### config.mk
export PLATFORM = sky130hd
export DESIGN_NAME = cache_ctrl
export DESIGN_NICKNAME = d
export VERILOG_FILES = /design/src/common/cache_pkg.sv /design/src/cache_ctrl/cache_ctrl.sv
export SDC_FILE = /design/constraint.sdc
export NUM_CORES = 1
export LEC_CHECK = 0
export BUFFER_PORTS_ARGS = -buffer_cell sky130_fd_sc_hd__buf_2
export CAP_MARGIN = 20
export CELL_PAD_IN_SITES_DETAIL_PLACEMENT = 2
export CELL_PAD_IN_SITES_GLOBAL_PLACEMENT = 2
export CORE_MARGIN = 10
export CORE_UTILIZATION = 22
export CTS_BUF_LIST = sky130_fd_sc_hd__clkbuf_4 sky130_fd_sc_hd__clkbuf_8 sky130_fd_sc_hd__clkbuf_16
export CTS_CLUSTER_DIAMETER = 40
export CTS_CLUSTER_SIZE = 24
export DETAILED_ROUTE_END_ITERATION = 12
export PLACE_DENSITY = 0.94
export RECOVER_POWER = 25
export SYNTH_ARGS = -nofsm -noshare
export SYNTH_HDL_FRONTEND = slang
export SYNTH_SLANG_ARGS = --single-unit
### constraint.sdc
create_clock -name clk -period 4.6 [get_ports clk]
set_input_delay 0 -clock clk [delete_from_list [all_inputs] [get_ports clk]]
set_output_delay 0 -clock clk [all_outputs]
set_load 0.005 [all_outputs]
### src/common/cache_pkg.sv
`default_nettype none

package cache_pkg;

    localparam int TAG_W          = 5;
    localparam int INDEX_W        = 8;
    localparam int OFFSET_W       = 3;
    localparam int SETS           = 1 << INDEX_W;
    localparam int WORDS_PER_LINE = 4;
    localparam int MEM_LATENCY    = 2;   // Cycles from read strobe to data.
    localparam int MEM_WORDS      = 32768;
    localparam logic [15:0] MEM_INIT_KEY = 16'hA5C3;

    typedef logic [15:0]         addr_t;
    typedef logic [15:0]         word_t;
    typedef logic [TAG_W-1:0]    tag_t;
    typedef logic [INDEX_W-1:0]  index_t;
    typedef logic [OFFSET_W-1:0] offset_t;

    typedef enum logic [3:0] {
        IDLE,
        COMP_RD,
        COMP_WR,
        WB_0,
        WB_1,
        WB_2,
        WB_3,
        FILL_0,
        FILL_1,
        FILL_2,
        FILL_3,
        FILL_4,
        FILL_5
    } ctrl_state_t;

endpackage

`default_nettype wire

### src/cache_ctrl/cache_ctrl.sv
`timescale 1ns/1ps
`default_nettype none

module cache_ctrl (
    input  wire                   clk,
    input  wire                   rst_n,
    input  wire cache_pkg::addr_t addr,
    input  wire cache_pkg::word_t data_in,
    input  wire                   rd,
    input  wire                   wr,
    input  wire                   hit,
    input  wire                   evict_dirty,
    input  wire cache_pkg::tag_t  line_tag,
    input  wire cache_pkg::word_t line_data,
    input  wire cache_pkg::word_t mem_rdata,
    output cache_pkg::index_t     index,
    output cache_pkg::offset_t    offset,
    output cache_pkg::tag_t       tag,
    output logic                  comp,
    output logic                  write,
    output cache_pkg::word_t      cache_wdata,
    output logic                  valid_in,
    output logic                  dirty_in,
    output logic                  way_capture,
    output logic                  fill_done,
    output cache_pkg::addr_t      mem_addr,
    output logic                  mem_write,
    output logic                  mem_read,
    output cache_pkg::word_t      data_out,
    output logic                  done,
    output logic                  stall,
    output logic                  cache_hit
);
    import cache_pkg::*;

    ctrl_state_t state;
    ctrl_state_t nxt_state;
    logic        req_wr;
    word_t       read_q;
    logic [1:0]  req_word;
    logic [1:0]  wb_word;
    logic [1:0]  rd_word;     // Line word whose memory read is issued now.
    logic [1:0]  fill_word;   // Line word arriving from memory now.
    logic        issue_rd;
    logic        fill_wr;

    assign req_word = addr[2:1];
    assign index    = addr[10:3];
    assign tag      = addr[15:11];

    always_comb begin
        wb_word   = 2'd0;
        rd_word   = 2'd0;
        fill_word = 2'd0;
        issue_rd  = 1'b0;
        fill_wr   = 1'b0;
        case (state)
            WB_1: wb_word = 2'd1;
            WB_2: wb_word = 2'd2;
            WB_3: wb_word = 2'd3;
            FILL_0: issue_rd = 1'b1;
            FILL_1: begin
                issue_rd = 1'b1;
                rd_word  = 2'd1;
            end
            FILL_2: begin
                issue_rd = 1'b1;
                rd_word  = 2'd2;
                fill_wr  = 1'b1;
            end
            FILL_3: begin
                issue_rd  = 1'b1;
                rd_word   = 2'd3;
                fill_wr   = 1'b1;
                fill_word = 2'd1;
            end
            FILL_4: begin
                fill_wr   = 1'b1;
                fill_word = 2'd2;
            end
            FILL_5: begin
                fill_wr   = 1'b1;
                fill_word = 2'd3;
            end
            default: begin
                wb_word = 2'd0;
            end
        endcase
    end

    always_comb begin
        nxt_state   = state;
        offset      = addr[2:0];
        comp        = 1'b0;
        write       = 1'b0;
        cache_wdata = data_in;
        valid_in    = 1'b0;
        dirty_in    = 1'b0;
        way_capture = 1'b0;
        fill_done   = 1'b0;
        mem_addr    = {addr[15:3], 3'b000};
        mem_write   = 1'b0;
        mem_read    = 1'b0;
        data_out    = read_q;
        done        = 1'b0;
        stall       = 1'b1;
        cache_hit   = 1'b0;

        if (issue_rd) begin
            mem_read = 1'b1;
            mem_addr = {addr[15:3], rd_word, 1'b0};
        end
        if (fill_wr) begin
            write    = 1'b1;
            offset   = {fill_word, 1'b0};
            valid_in = 1'b1;
            dirty_in = req_wr;
            // The requested word takes the processor data on a write miss.
            cache_wdata = (req_wr && fill_word == req_word) ? data_in : mem_rdata;
        end

        case (state)
            IDLE: begin
                stall = 1'b0;
                if (rd) begin
                    nxt_state = COMP_RD;
                end else if (wr) begin
                    nxt_state = COMP_WR;
                end
            end
            COMP_RD, COMP_WR: begin
                comp        = 1'b1;
                write       = (state == COMP_WR);
                way_capture = 1'b1;
                data_out    = line_data;
                done        = hit;
                cache_hit   = hit;
                if (hit) begin
                    nxt_state = IDLE;
                end else if (evict_dirty) begin
                    nxt_state = WB_0;
                end else begin
                    nxt_state = FILL_0;
                end
            end
            WB_0, WB_1, WB_2, WB_3: begin
                offset    = {wb_word, 1'b0};
                mem_addr  = {line_tag, addr[10:3], wb_word, 1'b0};   // Victim line address.
                mem_write = 1'b1;
                case (state)
                    WB_0: nxt_state = WB_1;
                    WB_1: nxt_state = WB_2;
                    WB_2: nxt_state = WB_3;
                    default: nxt_state = FILL_0;
                endcase
            end
            FILL_0: nxt_state = FILL_1;
            FILL_1: nxt_state = FILL_2;
            FILL_2: nxt_state = FILL_3;
            FILL_3: nxt_state = FILL_4;
            FILL_4: nxt_state = FILL_5;
            FILL_5: begin
                fill_done = 1'b1;
                done      = 1'b1;
                data_out  = (req_word == 2'd3) ? mem_rdata : read_q;
                nxt_state = IDLE;
            end
            default: nxt_state = IDLE;
        endcase
    end

    always_ff @(posedge clk) begin
        if (!rst_n) begin
            state  <= IDLE;
            req_wr <= 1'b0;
        end else begin
            state <= nxt_state;
            if (state == IDLE) begin
                req_wr <= !rd && wr;   // A read wins if both strobes are high.
            end
        end
    end

    always_ff @(posedge clk) begin
        if (fill_wr && fill_word == req_word) begin
            read_q <= mem_rdata;
        end
    end

endmodule

`default_nettype wire

==> metrics.txt <==
critical path cell sequence nor3_1 -> nor2_1 -> nand2_1 -> a21oi_4 -> mux2_2 -> buf_2; P&R area growth vs syn 39.19%; number of buffers created by CTS 3; XOR/XNOR Fraction of Synth Area 0.01441; Final Hold Vio Count 0; compound-cell area share of the yosys netlist 0.2299; total iterations of the first detailed-routing run 4; Synth Flop Type edfxtp_1; worst path bufs/invs 1; worst hold stages 0; final number of setup-violating endpoints 0; CP startpoint kind flip-flop; vias in the first global route 2187; asr flop ratio synth 0; delay-heaviest family, CP flip-flops; Post-DRT Antenna Nets 0; CTS root buf clkbuf_8; Final HPWL DP 6.149 mm; Die ar. 12330 sq um; antenna violations before repair 1; Layout Nets 371; setup TNS 0 ps; All-Layer GR Usage 0.1225; Clk Latency, worst-skew pair 260 ps; period utilisation layout 0.6184; Tmin final 2845 ps; data required time of the worst path 4600 ps; H-tree levels 1; Unique masters post-synth 43; Critical Path AT 2840 ps; maxcap violations 0; leakage power 1.236 nW; die height 111.0 um; DR WL/cell 19.30 um; Slew Viols, Final 0; FF-to-FF setup slack 2300 ps; commonest non-fill, non-tap cell in the layout buf_2; post-synthesis mux area share 0.1558; top post-synthesis cells by area edfxtp_1 (26%), buf_4 (10%), mux2_4 (8.2%); Gate Count Post-Synth 184; Setup Skew 1.566 ps; uppermost layer routed met4; cells on worst reg2reg path 5; Synth Area in Simple Gates 0.1359; area leader, netlist edfxtp_1; I/O Pins 150; Residual DRC 0; final worst slack 1755 ps; outcome finished clean; RSZ-0062 raised after global routing no; layout cells sized above 1 0.4983; CTS Sinks 21; area fraction of the dominant cell type after synthesis 0.2636; Starting Density 0.2241; Syn Area/Cell 9.908 sq um; clk slew on worst S/H paths 80 ps; crit-path max FO 25; cts repair resizes 0; first-pass GRT wire length 12.49 mm; Ys Warns 0; met1 wire length 3.058 mm; number of flops mapped to enable cells by yosys 16; Die W 111.0 um; met2 wire len 3.814 mm; grt total ovfl 0; commonest non-fill, non-tap cells in the layout buf_2 (115), a22o_1 (16), a21o_1 (16), dlygate4sd3_1 (16), edfxtp_1 (16); CP Class flip-flop to output port; Hold WC Path Type input pin to output port; Max-slew headroom 0.4206; cell area after synthesis 1823 sq um; Post-Synth Adder-Cell Area 0; initial DRC count 53; final wirelength 7.741 mm; Slowest-stage cell, CP dfxtp_1; DR WL met3 701 um; core area 8134 sq um; vias post-DR 1885; pin count of the biggest net entering global routing 26; Critical Path Max Stage Delay 890 ps; instance count on the critical path 6; largest vdd supply drop 0.1323 mV; Max clock buf depth 2; synthesized flop and latch total 21; CTS tree built; largest family of logic cells by synthesized area compound AO/OA/AOI/OAI gates; sequential share of the synthesized area 0.3185; Highest Clock Rate 0.3515 GHz; Worst-Margin Slew 866.3 ps; routed vias/inst 4.701; Cell Pwr Density 386.9 nW/um^2; Post-Place Setup Slack 2016 ps; Port Buffer Count 124; placer congestion estimate 0.8023; Cell Rows 33; Synth Net Count 259; setup bufs post-CTS 0; crit path capture type output port
registers in the layout (all words and copies together), names as in the netlist:
name	count
req_wr	1
state	4
read_q	16
worst paths after layout:
path               endpoint     start
max reg2reg       read_q[6]  state[2]
min                index[1]   addr[4]
max          cache_wdata[4]  state[2]
min reg2reg          req_wr    req_wr
through the flow:
stage	instances	power [W]	hold WS, ps	instance area, sq um	util
6_report	401	0.0009817	0.003454	2537	0.3120
5_1_grt	401	0.001077	0.01222	2537	0.3120
4_1_cts	400	0.001001	0.05361	2546	0.3130
3_5_place_dp	380	0.0008643	0.05361	2340	0.2876
3_3_place_gp	380	0.0008327	0.05361	2340	0.2876
2_1_floorplan	184	0.0006375	73.69	1823	-
cell usage after synthesis (5+ instances only):
| library cell | n |
|---|---|
| inv_1 | 5 |
| dfxtp_1 | 5 |
| nand2_1 | 8 |
| o21ai_0 | 7 |
| mux2_2 | 11 |
| mux2_4 | 10 |
| a22o_1 | 16 |
| a21o_1 | 16 |
| buf_2 | 5 |
| nor2_1 | 9 |
| edfxtp_1 | 16 |
| buf_4 | 25 |
kinds of logic after synthesis:
| kind of cell | after synthesis |
|---|---|
| other | 1 |
| AOI/OAI and AO/OA | 54 |
| DFF | 21 |
| buffers and inverters | 39 |
| xor gates and xnor gates | 3 |
| muxes | 22 |
| and+or+nand+nor | 44 |
final cells by class:
cell class	count	area, sq um
diodes	1	2.502
well taps	105	131.4
flip-flops and latches	21	580.6
multi-input cells	124	980.9
repair buffers	141	777.0
clock buffers	3	41.29
clock inverters	1	5.005
inverters	5	18.77
fillers	951	5597
layer usage:
| layer | up-vias | global-route usage |
|---|---|---|
| li1 | 878 | - |
| met2 | 90 | 0.2170 |
| met5 | - | 0 |
| met4 | 0 | 0.04456 |
| met3 | 12 | 0.04113 |
| met1 | 905 | 0.1322 |
repair_timing:
action                                  CTS  global route
endpoints found under the setup margin    0             0
hold buffers                             16             0
endpoints found under the hold margin    16             0
report_power, final:
group | leakage, nW | switching (W) | internal, W
registers | 0.185 | 0.0000450 | 0.000214
clock network | 0.0255 | 0.0000600 | 0.0000602
logic | 1.03 | 0.000305 | 0.000297
worst register-to-register path, cell delays in order, from the launching register on:
cell and delay (ps):
dfxtp_1 890, o21a_1 250, nor3_1 70, o32ai_2 350, nor2b_1 180, buf_4 250
No activity file was read; power rests on OpenSTA's default activity.
