$ cat src/common/cache_pkg.sv
`default_nettype none

package cache_pkg;

    localparam int TAG_W          = 5;
    localparam int INDEX_W        = 8;
    localparam int OFFSET_W       = 3;
    localparam int SETS           = 1 << INDEX_W;
    localparam int WORDS_PER_LINE = 4;
    localparam int MEM_LATENCY    = 2;   // Cycles from read strobe to data.
    localparam int MEM_WORDS      = 32768;
    localparam logic [15:0] MEM_INIT_KEY = 16'hA5C3;

    typedef logic [15:0]         addr_t;
    typedef logic [15:0]         word_t;
    typedef logic [TAG_W-1:0]    tag_t;
    typedef logic [INDEX_W-1:0]  index_t;
    typedef logic [OFFSET_W-1:0] offset_t;

    typedef enum logic [3:0] {
        IDLE,
        COMP_RD,
        COMP_WR,
        WB_0,
        WB_1,
        WB_2,
        WB_3,
        FILL_0,
        FILL_1,
        FILL_2,
        FILL_3,
        FILL_4,
        FILL_5
    } ctrl_state_t;

endpackage

`default_nettype wire

$ cat src/design/way_select.sv
`timescale 1ns/1ps
`default_nettype none

module way_select (
    input  wire                   clk,
    input  wire                   rst_n,
    input  wire                   hit_0,
    input  wire                   hit_1,
    input  wire                   valid_0,
    input  wire                   valid_1,
    input  wire                   dirty_0,
    input  wire                   dirty_1,
    input  wire cache_pkg::tag_t  tag_0,
    input  wire cache_pkg::tag_t  tag_1,
    input  wire cache_pkg::word_t data_0,
    input  wire cache_pkg::word_t data_1,
    input  wire                   way_capture,
    input  wire                   fill_done,
    output logic                  enable_0,
    output logic                  enable_1,
    output logic                  hit,
    output logic                  evict_dirty,
    output cache_pkg::tag_t       line_tag,
    output cache_pkg::word_t      line_data
);

    logic sel_now;    // Way picked by the lookup in the current cycle.
    logic target_q;
    logic victim_q;
    logic sel;

    always_comb begin
        if (hit_0) begin
            sel_now = 1'b0;
        end else if (hit_1) begin
            sel_now = 1'b1;
        end else if (!valid_0) begin
            sel_now = 1'b0;
        end else if (!valid_1) begin
            sel_now = 1'b1;
        end else begin
            sel_now = victim_q;
        end
    end

    // In the compare cycle only a hit way may be written.
    assign enable_0 = way_capture ? hit_0 : !target_q;
    assign enable_1 = way_capture ? hit_1 : target_q;

    assign sel         = way_capture ? sel_now : target_q;
    assign hit         = hit_0 || hit_1;
    assign evict_dirty = sel ? (valid_1 && dirty_1) : (valid_0 && dirty_0);
    assign line_tag    = sel ? tag_1 : tag_0;
    assign line_data   = sel ? data_1 : data_0;

    always_ff @(posedge clk) begin
        if (!rst_n) begin
            target_q <= 1'b0;
            victim_q <= 1'b0;
        end else begin
            if (way_capture) begin
                target_q <= sel_now;
            end
            if (fill_done) begin
                victim_q <= !victim_q;
            end
        end
    end

endmodule

`default_nettype wire

$ cat config.mk
export PLATFORM = sky130hd
export DESIGN_NAME = way_select
export DESIGN_NICKNAME = d
export VERILOG_FILES = /design/src/common/cache_pkg.sv /design/src/design/way_select.sv
export SDC_FILE = /design/constraint.sdc
export NUM_CORES = 1
export LEC_CHECK = 0
export BUFFER_PORTS_ARGS = -buffer_cell sky130_fd_sc_hd__buf_2
export CORE_UTILIZATION = 25
export CTS_BUF_LIST = sky130_fd_sc_hd__clkbuf_16
export CTS_CLUSTER_SIZE = 10
export DETAILED_ROUTE_END_ITERATION = 10
export GPL_ROUTABILITY_DRIVEN = 0
export HOLD_SLACK_MARGIN = 0.06
export PLACE_DENSITY = 0.72
export SLEW_MARGIN = 20
export SYNTH_ARGS = -nofsm -noshare
export SYNTH_HDL_FRONTEND = slang
export SYNTH_SLANG_ARGS = --single-unit
$ cat constraint.sdc
create_clock -name clk -period 1.25 [get_ports clk]
set_clock_uncertainty 0.05 [all_clocks]
set_input_delay 0.0625 -clock clk [delete_from_list [all_inputs] [get_ports clk]]
set_output_delay 0.0625 -clock clk [all_outputs]
set_load 0.01 [all_outputs]
==> reports/qor.yml, run 1 <==
logic_synthesis:
  synth_area_per_cell_um2: 12.74
  syn_area_um2: 496.7
  syn_nets: 91
  yosysTopAreaCell: "mux2_4"
  synth_top_area_share_pct: 54.41
  yosysSeqAreaShare_pct: 8.060
  netlist-cell-type-count: 17
  syn_inst: 39
  ys_ff_latch: 2
  synth.yosys.warnings: 0
  yosys-top-cells-area: "mux2_4 (54%), dfxtp_1 (8.1%), mux2_2 (6.8%), buf_6 (4.5%), a211oi_4 (4.0%)"
placement:
  place.port_buffers: 76
  hpwl_um: 1415
  pre_cts_slack_ns: -0.2317
  placed_cells: 144
critical_path:
  path_max_fanout: 9
  worstSetupPathType: "reg -> out"
  worstPathArrival_ns: 1.60
  critPathLaunchType: "flip-flop"
  cp.required_ns: 1.14
  end_kind: "primary output"
floorplan:
  num_rows: 15
  core-area_um2: 1802
  start_util_pct: 27.57
  dieArea_um2: 2169
  die_w_um: 46.58
  num_io_pins: 77
  die_h_um: 46.58
global_routing:
  grt_max_degree: 18
  antenna_found_initial: 0
  first_global_vias: 572
  track_usage_pct: 14.45
  grt_pass1_wl_um: 2228
  grt-ovfl-total: 0
routing:
  via_per_inst: 4.376
  routed_wl_um: 1839
  route.met2.wl_um: 1047
  routed.top_layer: "met3"
  dr_wl_met3_um: 202
  drt-initial-drc-count: 2
  met1Wirelength_um: 589
  via_count: 652
  drc_errors: 0
  drtPass1Iterations: 4
  wl_per_cell_um: 12.34
  drtAntennaViolNets: 0
clock_network:
  root_buffer: "clkbuf_16"
  clock_sinks: 2
  clockBufferDepth: 2
  tritoncts: "done"
  numCtsBuffers: 3
  clkLatencyLatePin_ns: 0.22
  post_cts_buffers: 0
  clkTransAtPathRegs_ns: 0.03
  htree_levels: 1
sta:
  slew_headroom_pct: 85.89
  fin_ws_ns: -0.4658
  hold_ws_ns: 0.1092
  slew_violations: 0
  period_needed_ns: 1.716
  tightest_slew_ns: 0.2110
  setup_viol_count_final: 22
  rsz0062_at_grt: "true"
  max_freq_ghz: 0.5828
  fin_crit_sh_pct: 137.3
  hold_viol: 0
finish:
  syn_to_final_growth_pct: 142.1
  fillCellCount: 147
  n_antenna_cell: 0
  nNetsFinal: 178
  drive_above_1_share_pct: 94.35
  fin_cells: 149
outcome:
  status: "complete, but fails checks"
  violations: "setup timing"
power_and_ir_drop:
  leakagePower_nw: 0.6558
  powerDensity_nw_per_um2: 849.8
  peakVddDrop_mv: 0.8327
min_path:
  hold_path_class: "in -> reg"
run:
  maxCapViolCount: 0
==> where the power goes <==
group          switching [W]  leakage, nW  internal (W)
sequential        0.00000246       0.0172     0.0000703
combinational       0.000166        0.602      0.000310
clock              0.0000666       0.0370      0.000406
total               0.000235        0.656      0.000787
==> metrics by stage <==
stage	instance area, µm²	util [%]	setup TNS [ns]	total power, W
6_report	1202	66.74	-9.601	0.001022
5_1_grt	1202	66.74	-10.82	0.001080
4_1_cts	1126	62.50	-9.814	0.0009895
3_5_place_dp	952.2	52.85	-4.690	0.0004513
3_3_place_gp	952.2	52.85	-4.143	0.0004428
2_1_floorplan	505.5	-	-1.450	0.0002791
==> critical path, cell delays in order (launching register included) <==
cell      delay (ns)
dfxtp_2         0.31
nor2b_4         0.19
a211oi_4        0.06
nor2_4          0.19
buf_12          0.17
mux2_2          0.35
buf_6           0.12
==> cell type report <==
type / instances / area [µm²] / share of cell area [%]
Timing Repair Buffer: 84 / 608.1 / 50.57
Multi-Input combinational cell: 34 / 441.7 / 36.73
Clock buffer: 3 / 75.07 / 6.244
Sequential cell: 2 / 42.54 / 3.538
Tap cell: 25 / 31.28 / 2.601
Inverter: 1 / 3.754 / 0.3122
==> layer usage <==
| metal | vias to the layer above | track usage (%) |
|---|---|---|
| met3 | 0 | 2.745 |
| met4 | 0 | 5.294 |
| li1 | 315 | - |
| met5 | - | 0 |
| met1 | 290 | 13.16 |
| met2 | 47 | 30.00 |
==> cell usage after synthesis, drive strengths merged <==
master and instances:
a31o 1, nor3 1, or2 1, nor2b 1, dfxtp 2, buf 2
and2 2, mux2 21, xor2 1, o211a 1, inv 1, a21oi 1
nor2 1, nand2b 1, a211oi 1, a21o 1
==> path summary, 6_finish.rpt <==
| kind | from | endpoint | slack [ns] | cells past startpoint |
|---|---|---|---|---|
| max reg2reg | victim_q$_SDFFE_PN0P_ | flip-flop | 0.04 | 5 |
| max | flip-flop | line_tag[4] | -0.47 | 6 |
| min | fill_done | victim_q$_SDFFE_PN0P_ | 0.11 | 3 |
| min reg2reg | victim_q$_SDFFE_PN0P_ | victim_q$_SDFFE_PN0P_ | 0.60 | 3 |
==> repair_timing <==
| item | in CTS | in global routing |
|---|---|---|
| endpoints found under the hold margin | 2 | 0 |
| hold buffers | 1 | 0 |
| gates resized for setup | 15 | 10 |
| pin swaps | 0 | 1 |
| gates cloned | 0 | 1 |
| setup endpoints to repair | 23 | 24 |
==> cells by family (layout without fill, tap and decap cells) <==
kind of cell	after synthesis	count (layout)	synth area share, %
and+or+nand+nor	7	7	12.59
buffers and inverters	3	88	5.289
AOI/OAI and AO/OA	5	5	11.08
muxes	21	21	61.21
DFF	2	2	8.061
xor gates and xnor gates	1	1	1.764
==> layout by cell type (no fill, tap or decap) <==
cell | synthesis | final
buf_2 | 0 | 55
buf_6 | 2 | 22
mux2_4 | 18 | 18
clkbuf_16 | 0 | 4
buf_4 | 0 | 4
mux2_2 | 3 | 3
dfxtp_2 | 0 | 2
nand2b_4 | 1 | 1
nor2b_4 | 1 | 1
a211oi_4 | 1 | 1
inv_1 | 1 | 1
a21oi_2 | 1 | 1
nor2_4 | 1 | 1
or2_2 | 1 | 1
nor3_1 | 1 | 1
o211a_1 | 1 | 1
a31o_4 | 0 | 1
a21o_1 | 1 | 1
xor2_1 | 1 | 1
and2_1 | 2 | 1
and2_4 | 0 | 1
dlygate4sd3_1 | 0 | 1
buf_12 | 0 | 1
No activity file was read; power rests on OpenSTA's default activity.
==> run 2, diff against run 1 <==
--- a/config.mk
+++ b/config.mk
@@ -11,7 +11,7 @@
 export CTS_CLUSTER_SIZE = 10
 export DETAILED_ROUTE_END_ITERATION = 10
 export GPL_ROUTABILITY_DRIVEN = 0
-export HOLD_SLACK_MARGIN = 0.06
+export HOLD_SLACK_MARGIN = 0.12
 export PLACE_DENSITY = 0.72
 export SLEW_MARGIN = 20
 export SYNTH_ARGS = -nofsm -noshare
==> run 2 against run 1 <==
The run still ends with setup timing left; hold slack better by 0.24 ns; critical path depth stayed put; largest cell class unchanged; register-to-register slack hardly changed; combinational power hardly changed; global-route usage stayed put.
==> reports/qor.yml, run 2 (same netlist as run 1, synthesis figures left out) <==
outcome:
  status: "complete, but fails checks"
  violations: "setup timing"
critical_path:
  end_kind: "primary output"
  worstSetupPathType: "reg -> out"
  ff2ff_path_depth: 5  # unchanged
  critPathLaunchType: "flip-flop"
  worstPathArrival_ns: 1.60  # about the same
  path_max_fanout: 9  # unchanged
  cp.required_ns: 1.14  # about the same
sta:
  setup_tns_ns: -9.625  # -0.02390 ns
  slew_violations: 0  # unchanged
  slew_headroom_pct: 85.89  # unchanged
  period_needed_ns: 1.716  # +0.0003790 ns
  tightest_slew_ns: 0.2110  # unchanged
  setup_viol_count_final: 22  # unchanged
  hold_ws_ns: 0.3542  # +0.2450 ns
  fin_ws_ns: -0.4662  # -0.0003790 ns
  rsz0062_at_grt: "true"
  max_freq_ghz: 0.5827  # about the same
  fin_crit_sh_pct: 137.3  # about the same
  hold_viol: 0  # unchanged
routing:
  drt-initial-drc-count: 2  # unchanged
  dr_wl_met3_um: 199  # -1.5%
  via_count: 658  # +0.92%
  routed_wl_um: 1840  # about the same
  drtAntennaViolNets: 0  # unchanged
  route.met2.wl_um: 1054  # +0.67%
  routed.top_layer: "met3"
  drtPass1Iterations: 4  # unchanged
  wl_per_cell_um: 12.27  # -0.61%
  drc_errors: 0  # unchanged
  met1Wirelength_um: 586  # -0.51%
  via_per_inst: 4.387  # +0.25%
global_routing:
  grt_max_degree: 18  # unchanged
  grt_pass1_wl_um: 2228  # unchanged
  track_usage_pct: 14.45  # unchanged
  antenna_found_initial: 0  # unchanged
  grt-ovfl-total: 0  # unchanged
  first_global_vias: 572  # unchanged
power_and_ir_drop:
  intPower_w: 0.0007892  # +0.26%
  p_total_w: 0.001024  # +0.23%
  pwr-share-seq_pct: 7.1  # about the same
  peakVddDrop_mv: 0.8331  # about the same
  leakagePower_nw: 0.6600  # +0.64%
  powerDensity_nw_per_um2: 844.8  # -0.59%
  pwr-share-comb_pct: 46.7  # about the same
  power_frac_clock_pct: 46.2  # about the same
  switching_power_w: 0.0002350  # +0.15%
  p_sw_share_pct: 22.94  # about the same
finish:
  utilization_pct: 67.29  # +0.56 points
  fin_cells: 150  # +0.67%
  layout_commonest_cell: "buf_2"
  fillCellCount: 147  # unchanged
  n_antenna_cell: 0  # unchanged
  nNetsFinal: 179  # +0.56%
  syn_to_final_growth_pct: 144.1
  drive_above_1_share_pct: 93.60  # -0.75 points
  layout_common_cells: "buf_2 (55), buf_6 (22), mux2_4 (18), clkbuf_16 (4), buf_4 (4)"
floorplan:
  die_h_um: 46.58  # unchanged
  dieArea_um2: 2169  # unchanged
  num_io_pins: 77  # unchanged
  num_rows: 15  # unchanged
  die_w_um: 46.58  # unchanged
  start_util_pct: 27.57  # unchanged
  core-area_um2: 1802  # unchanged
clock_network:
  tritoncts: "done"
  clkLatencyLatePin_ns: 0.22  # about the same
  htree_levels: 1  # unchanged
  clockBufferDepth: 2  # unchanged
  numCtsBuffers: 3  # unchanged
  root_buffer: "clkbuf_16"
  clkTransAtPathRegs_ns: 0.03  # about the same
  post_cts_buffers: 0  # unchanged
  clock_sinks: 2  # unchanged
min_path:
  hold_depth: 3  # unchanged
  hold_path_class: "in -> out"
placement:
  placed_cells: 144  # unchanged
  hpwl_um: 1415  # unchanged
  place.port_buffers: 76  # unchanged
run:
  maxCapViolCount: 0  # unchanged
==> run 2: changes by cell type in the layout (fill, tap and decap cells not counted), sizes merged <==
cell	change
dlygate4sd3	+1
==> run 2: repair_timing <==
item / in CTS / in global routing
endpoints found under the setup margin: 23 / 24
resized for setup: 15 / 10
pin swaps: 0 / 1
hold buffers: 2 / 0
hold endpoints to repair: 2 / 0
gates cloned: 0 / 1
==> run 2: worst paths after layout <==
check,from,to,slack [ns]
setup / recovery,flip-flop,line_tag[4],-0.47
hold / removal,hit_0,hit,0.35
setup reg to reg,victim_q$_SDFFE_PN0P_,flip-flop,0.04
hold reg to reg,victim_q$_SDFFE_PN0P_,victim_q$_SDFFE_PN0P_,0.60
==> run 2: stage by stage <==
stage	setup slack [ns]	cell area [µm²]
2_1_floorplan	-0.08387	505.5
3_3_place_gp	-0.2163	952.2
3_5_place_dp	-0.2317	952.2
4_1_cts	-0.4722	1136
5_1_grt	-0.5208	1212
6_report	-0.4662	1212
==> run 2: area by class of cell <==
| cell class | instances | area, µm² | share of cell area [%] |
|---|---|---|---|
| multi-input cells | 34 | 441.7 | 36.43 |
| clock buffers | 3 | 75.07 | 6.192 |
| repair buffers | 85 | 618.1 | 50.98 |
| well taps | 25 | 31.28 | 2.580 |
| flip-flops and latches | 2 | 42.54 | 3.509 |
| inverters | 1 | 3.754 | 0.3096 |
==> run 2: worst max-delay path, cell delays in order, from the launching register on <==
cell	delay [ns]
dfxtp_2	0.31
nor2b_4	0.19
a211oi_4	0.06
nor2_4	0.19
buf_12	0.17
mux2_2	0.35
buf_6	0.12
==> run 2: metal layers <==
| layer | vias to the layer above | global-route usage, % |
|---|---|---|
| met2 | 47 | 30.00 |
| met4 | 0 | 5.294 |
| met1 | 294 | 13.16 |
| met3 | 0 | 2.745 |
| met5 | - | 0 |
| li1 | 317 | - |
==> run 2: power groups by stage <==
stage                     registers (W)  logic [W]  clock network (W)
after floorplan               0.0000722   0.000207                  0
after global placement        0.0000721   0.000371                  0
after detailed placement      0.0000726   0.000379                  0
after CTS                     0.0000727   0.000437           0.000482
after global routing          0.0000733   0.000509           0.000501
final                         0.0000729   0.000478           0.000473
==> run 3, diff against run 2 <==
--- a/config.mk
+++ b/config.mk
@@ -5,12 +5,13 @@
 export SDC_FILE = /design/constraint.sdc
 export NUM_CORES = 1
 export LEC_CHECK = 0
-export BUFFER_PORTS_ARGS = -buffer_cell sky130_fd_sc_hd__buf_2
+export BUFFER_PORTS_ARGS = -buffer_cell sky130_fd_sc_hd__clkbuf_2
 export CORE_UTILIZATION = 25
 export CTS_BUF_LIST = sky130_fd_sc_hd__clkbuf_16
 export CTS_CLUSTER_SIZE = 10
 export DETAILED_ROUTE_END_ITERATION = 10
 export GPL_ROUTABILITY_DRIVEN = 0
+export GPL_TIMING_DRIVEN = 0
 export HOLD_SLACK_MARGIN = 0.12
 export PLACE_DENSITY = 0.72
 export SLEW_MARGIN = 20
==> run 3 against run 2 <==
The flow still finishes with violations (setup timing); register-to-register slack lost 0.04 ns; sequential share of layout area is 0.38 points higher; flip-flop and latch count did not move; critical path depth unchanged; setup slack improved by 0.010 ns; combinational power shrank 15%; power decreased by 6.2%; final area shrank 9.8%.
==> reports/qor.yml, run 3 (same netlist as run 1, synthesis figures left out) <==
outcome:
  status: "complete, but fails checks"
  violations: "setup timing"
floorplan:
  core-area_um2: 1802  # unchanged
  die_h_um: 46.58  # unchanged
  num_io_pins: 77  # unchanged
  start_util_pct: 27.57  # unchanged
  die_w_um: 46.58  # unchanged
  num_rows: 15  # unchanged
  dieArea_um2: 2169  # unchanged
clock_network:
  numCtsBuffers: 3  # unchanged
  clockBufferDepth: 2  # unchanged
  tritoncts: "done"
  htree_levels: 1  # unchanged
  root_buffer: "clkbuf_16"
  clkTransAtPathRegs_ns: 0.03  # about the same
  clkLatencyLatePin_ns: 0.22  # about the same
  clock_sinks: 2  # unchanged
power_and_ir_drop:
  leakagePower_nw: 0.6382  # -3.3%
  powerDensity_nw_per_um2: 878.8  # +4.0%
  peakVddDrop_mv: 0.8443  # +1.3%
global_routing:
  grt-ovfl-total: 0  # unchanged
  antenna_found_initial: 0  # unchanged
  grt_max_degree: 11  # -7
  grt_pass1_wl_um: 2214  # -0.63%
  track_usage_pct: 14.60  # +0.16 points
  first_global_vias: 566  # -1.0%
sta:
  tightest_slew_ns: 0.2268  # +0.01577 ns
  max_freq_ghz: 0.5862  # +0.60%
  setup_tns_ns: -9.654  # -0.02926 ns
  slew_violations: 0  # unchanged
  fin_crit_sh_pct: 136.5  # -0.82 points
  hold_viol: 0  # unchanged
  slew_headroom_pct: 84.83  # -1.1 points
  setup_viol_count_final: 23  # +4.5%
  rsz0062_at_grt: "true"
  period_needed_ns: 1.706  # -0.01021 ns
  hold_ws_ns: 0.3690  # +0.01474 ns
  fin_ws_ns: -0.4560  # +0.01021 ns
routing:
  drtAntennaViolNets: 0  # unchanged
  wl_per_cell_um: 11.11  # -9.5%
  via_per_inst: 4.295  # -2.1%
  routed_wl_um: 1655  # -10%
  via_count: 640  # -2.7%
  drc_errors: 0  # unchanged
  drtPass1Iterations: 1  # -3
  drt-initial-drc-count: 0  # -2
critical_path:
  crit_chain: "nor2b_4 -> a21oi_4 -> nor2_4 -> buf_8 -> mux2_4 -> clkbuf_2"
  worstSetupPathType: "reg -> out"
  path_max_fanout: 10  # +1
  cp.required_ns: 1.14  # about the same
  cpMaxStageDelayCell: "dfxtp_2"
  path_buf_inv: 2  # unchanged
  cp_slowest_stage_delay_ns: 0.31  # -0.04 ns
  end_kind: "primary output"
  critPathTopFamily: "simple AND/OR/NAND/NOR gates"
  worstPathArrival_ns: 1.59  # about the same
  critPathLaunchType: "flip-flop"
placement:
  place.port_buffers: 76  # unchanged
  pre_cts_slack_ns: -0.2792  # -0.04751 ns
  hpwl_um: 1356  # -4.2%
finish:
  n_antenna_cell: 0  # unchanged
  syn_to_final_growth_pct: 120.2
  layout_commonest_cell: "clkbuf_2"
  drive_above_1_share_pct: 92.74  # -0.86 points
  layout_common_cells: "clkbuf_2 (73), mux2_4 (21), buf_6 (4), clkbuf_16 (3), buf_4 (3)"
  fillCellCount: 165  # +12%
  nNetsFinal: 178  # -0.56%
run:
  maxCapViolCount: 0  # unchanged
min_path:
  hold_path_class: "in -> out"
[run 3: layer usage]
layer  global-route usage (%)  up-vias  share of wire (%)
met2                    30.00       48                 57
met5                        0        -                  0
li1                         -      313                  -
met4                    7.059        0               0.85
met3                    1.569        2                 11
met1                    13.63      277                 32
[run 3: path summary, 6_finish.rpt]
| kind | startpoint | to | slack, ns | cells past startpoint |
|---|---|---|---|---|
| hold reg to reg | victim_q$_SDFFE_PN0P_ | victim_q$_SDFFE_PN0P_ | 0.60 | 3 |
| setup reg to reg | flip-flop | flip-flop | 0 | 5 |
| hold / removal | hit_0 | hit | 0.37 | 3 |
| setup / recovery | flip-flop | line_data[7] | -0.46 | 6 |
[run 3: cell type report]
| cell class | count | area, µm² | share of cell area, % |
|---|---|---|---|
| multi-input cells | 34 | 457.9 | 41.88 |
| flip-flops and latches | 2 | 42.54 | 3.890 |
| clock buffers | 3 | 75.07 | 6.865 |
| well taps | 25 | 31.28 | 2.860 |
| plain buffers | 2 | 30.03 | 2.746 |
| inverters | 1 | 3.754 | 0.3432 |
| repair buffers | 82 | 452.9 | 41.42 |
[run 3: per-stage QoR]
step / cells / total power (W) / utilization (%) / instance area [µm²]
2_1_floorplan: 39 / 0.0002791 / - / 505.5
3_3_place_gp: 140 / 0.0004295 / 50.90 / 917.1
3_5_place_dp: 140 / 0.0004377 / 50.90 / 917.1
4_1_cts: 149 / 0.0009595 / 59.65 / 1075
5_1_grt: 149 / 0.001017 / 60.69 / 1094
6_report: 149 / 0.0009610 / 60.69 / 1094
[run 3: worst reg2reg max path, delay by kind of cell, from the launching register on]
kind                   cells  cell delay, ns
flip-flops                 1            0.31
AND/OR/NAND/NOR            3            0.38
AO/OA/AOI/OAI              1            0.25
buffers and inverters      1            0.16
[run 3: what timing repair did]
action,in CTS,in global routing
setup buffers,4,0
hold endpoints to repair,2,0
pin swaps,1,0
gates resized for setup,9,6
hold buffers,2,0
endpoints found under the setup margin,23,23
cloned,0,0
[run 3: power by group]
group	leakage [nW]	switching, W	internal (W)
combinational	0.584	0.000154	0.000253
clock	0.0370	0.0000736	0.000407
sequential	0.0172	0.00000236	0.0000703
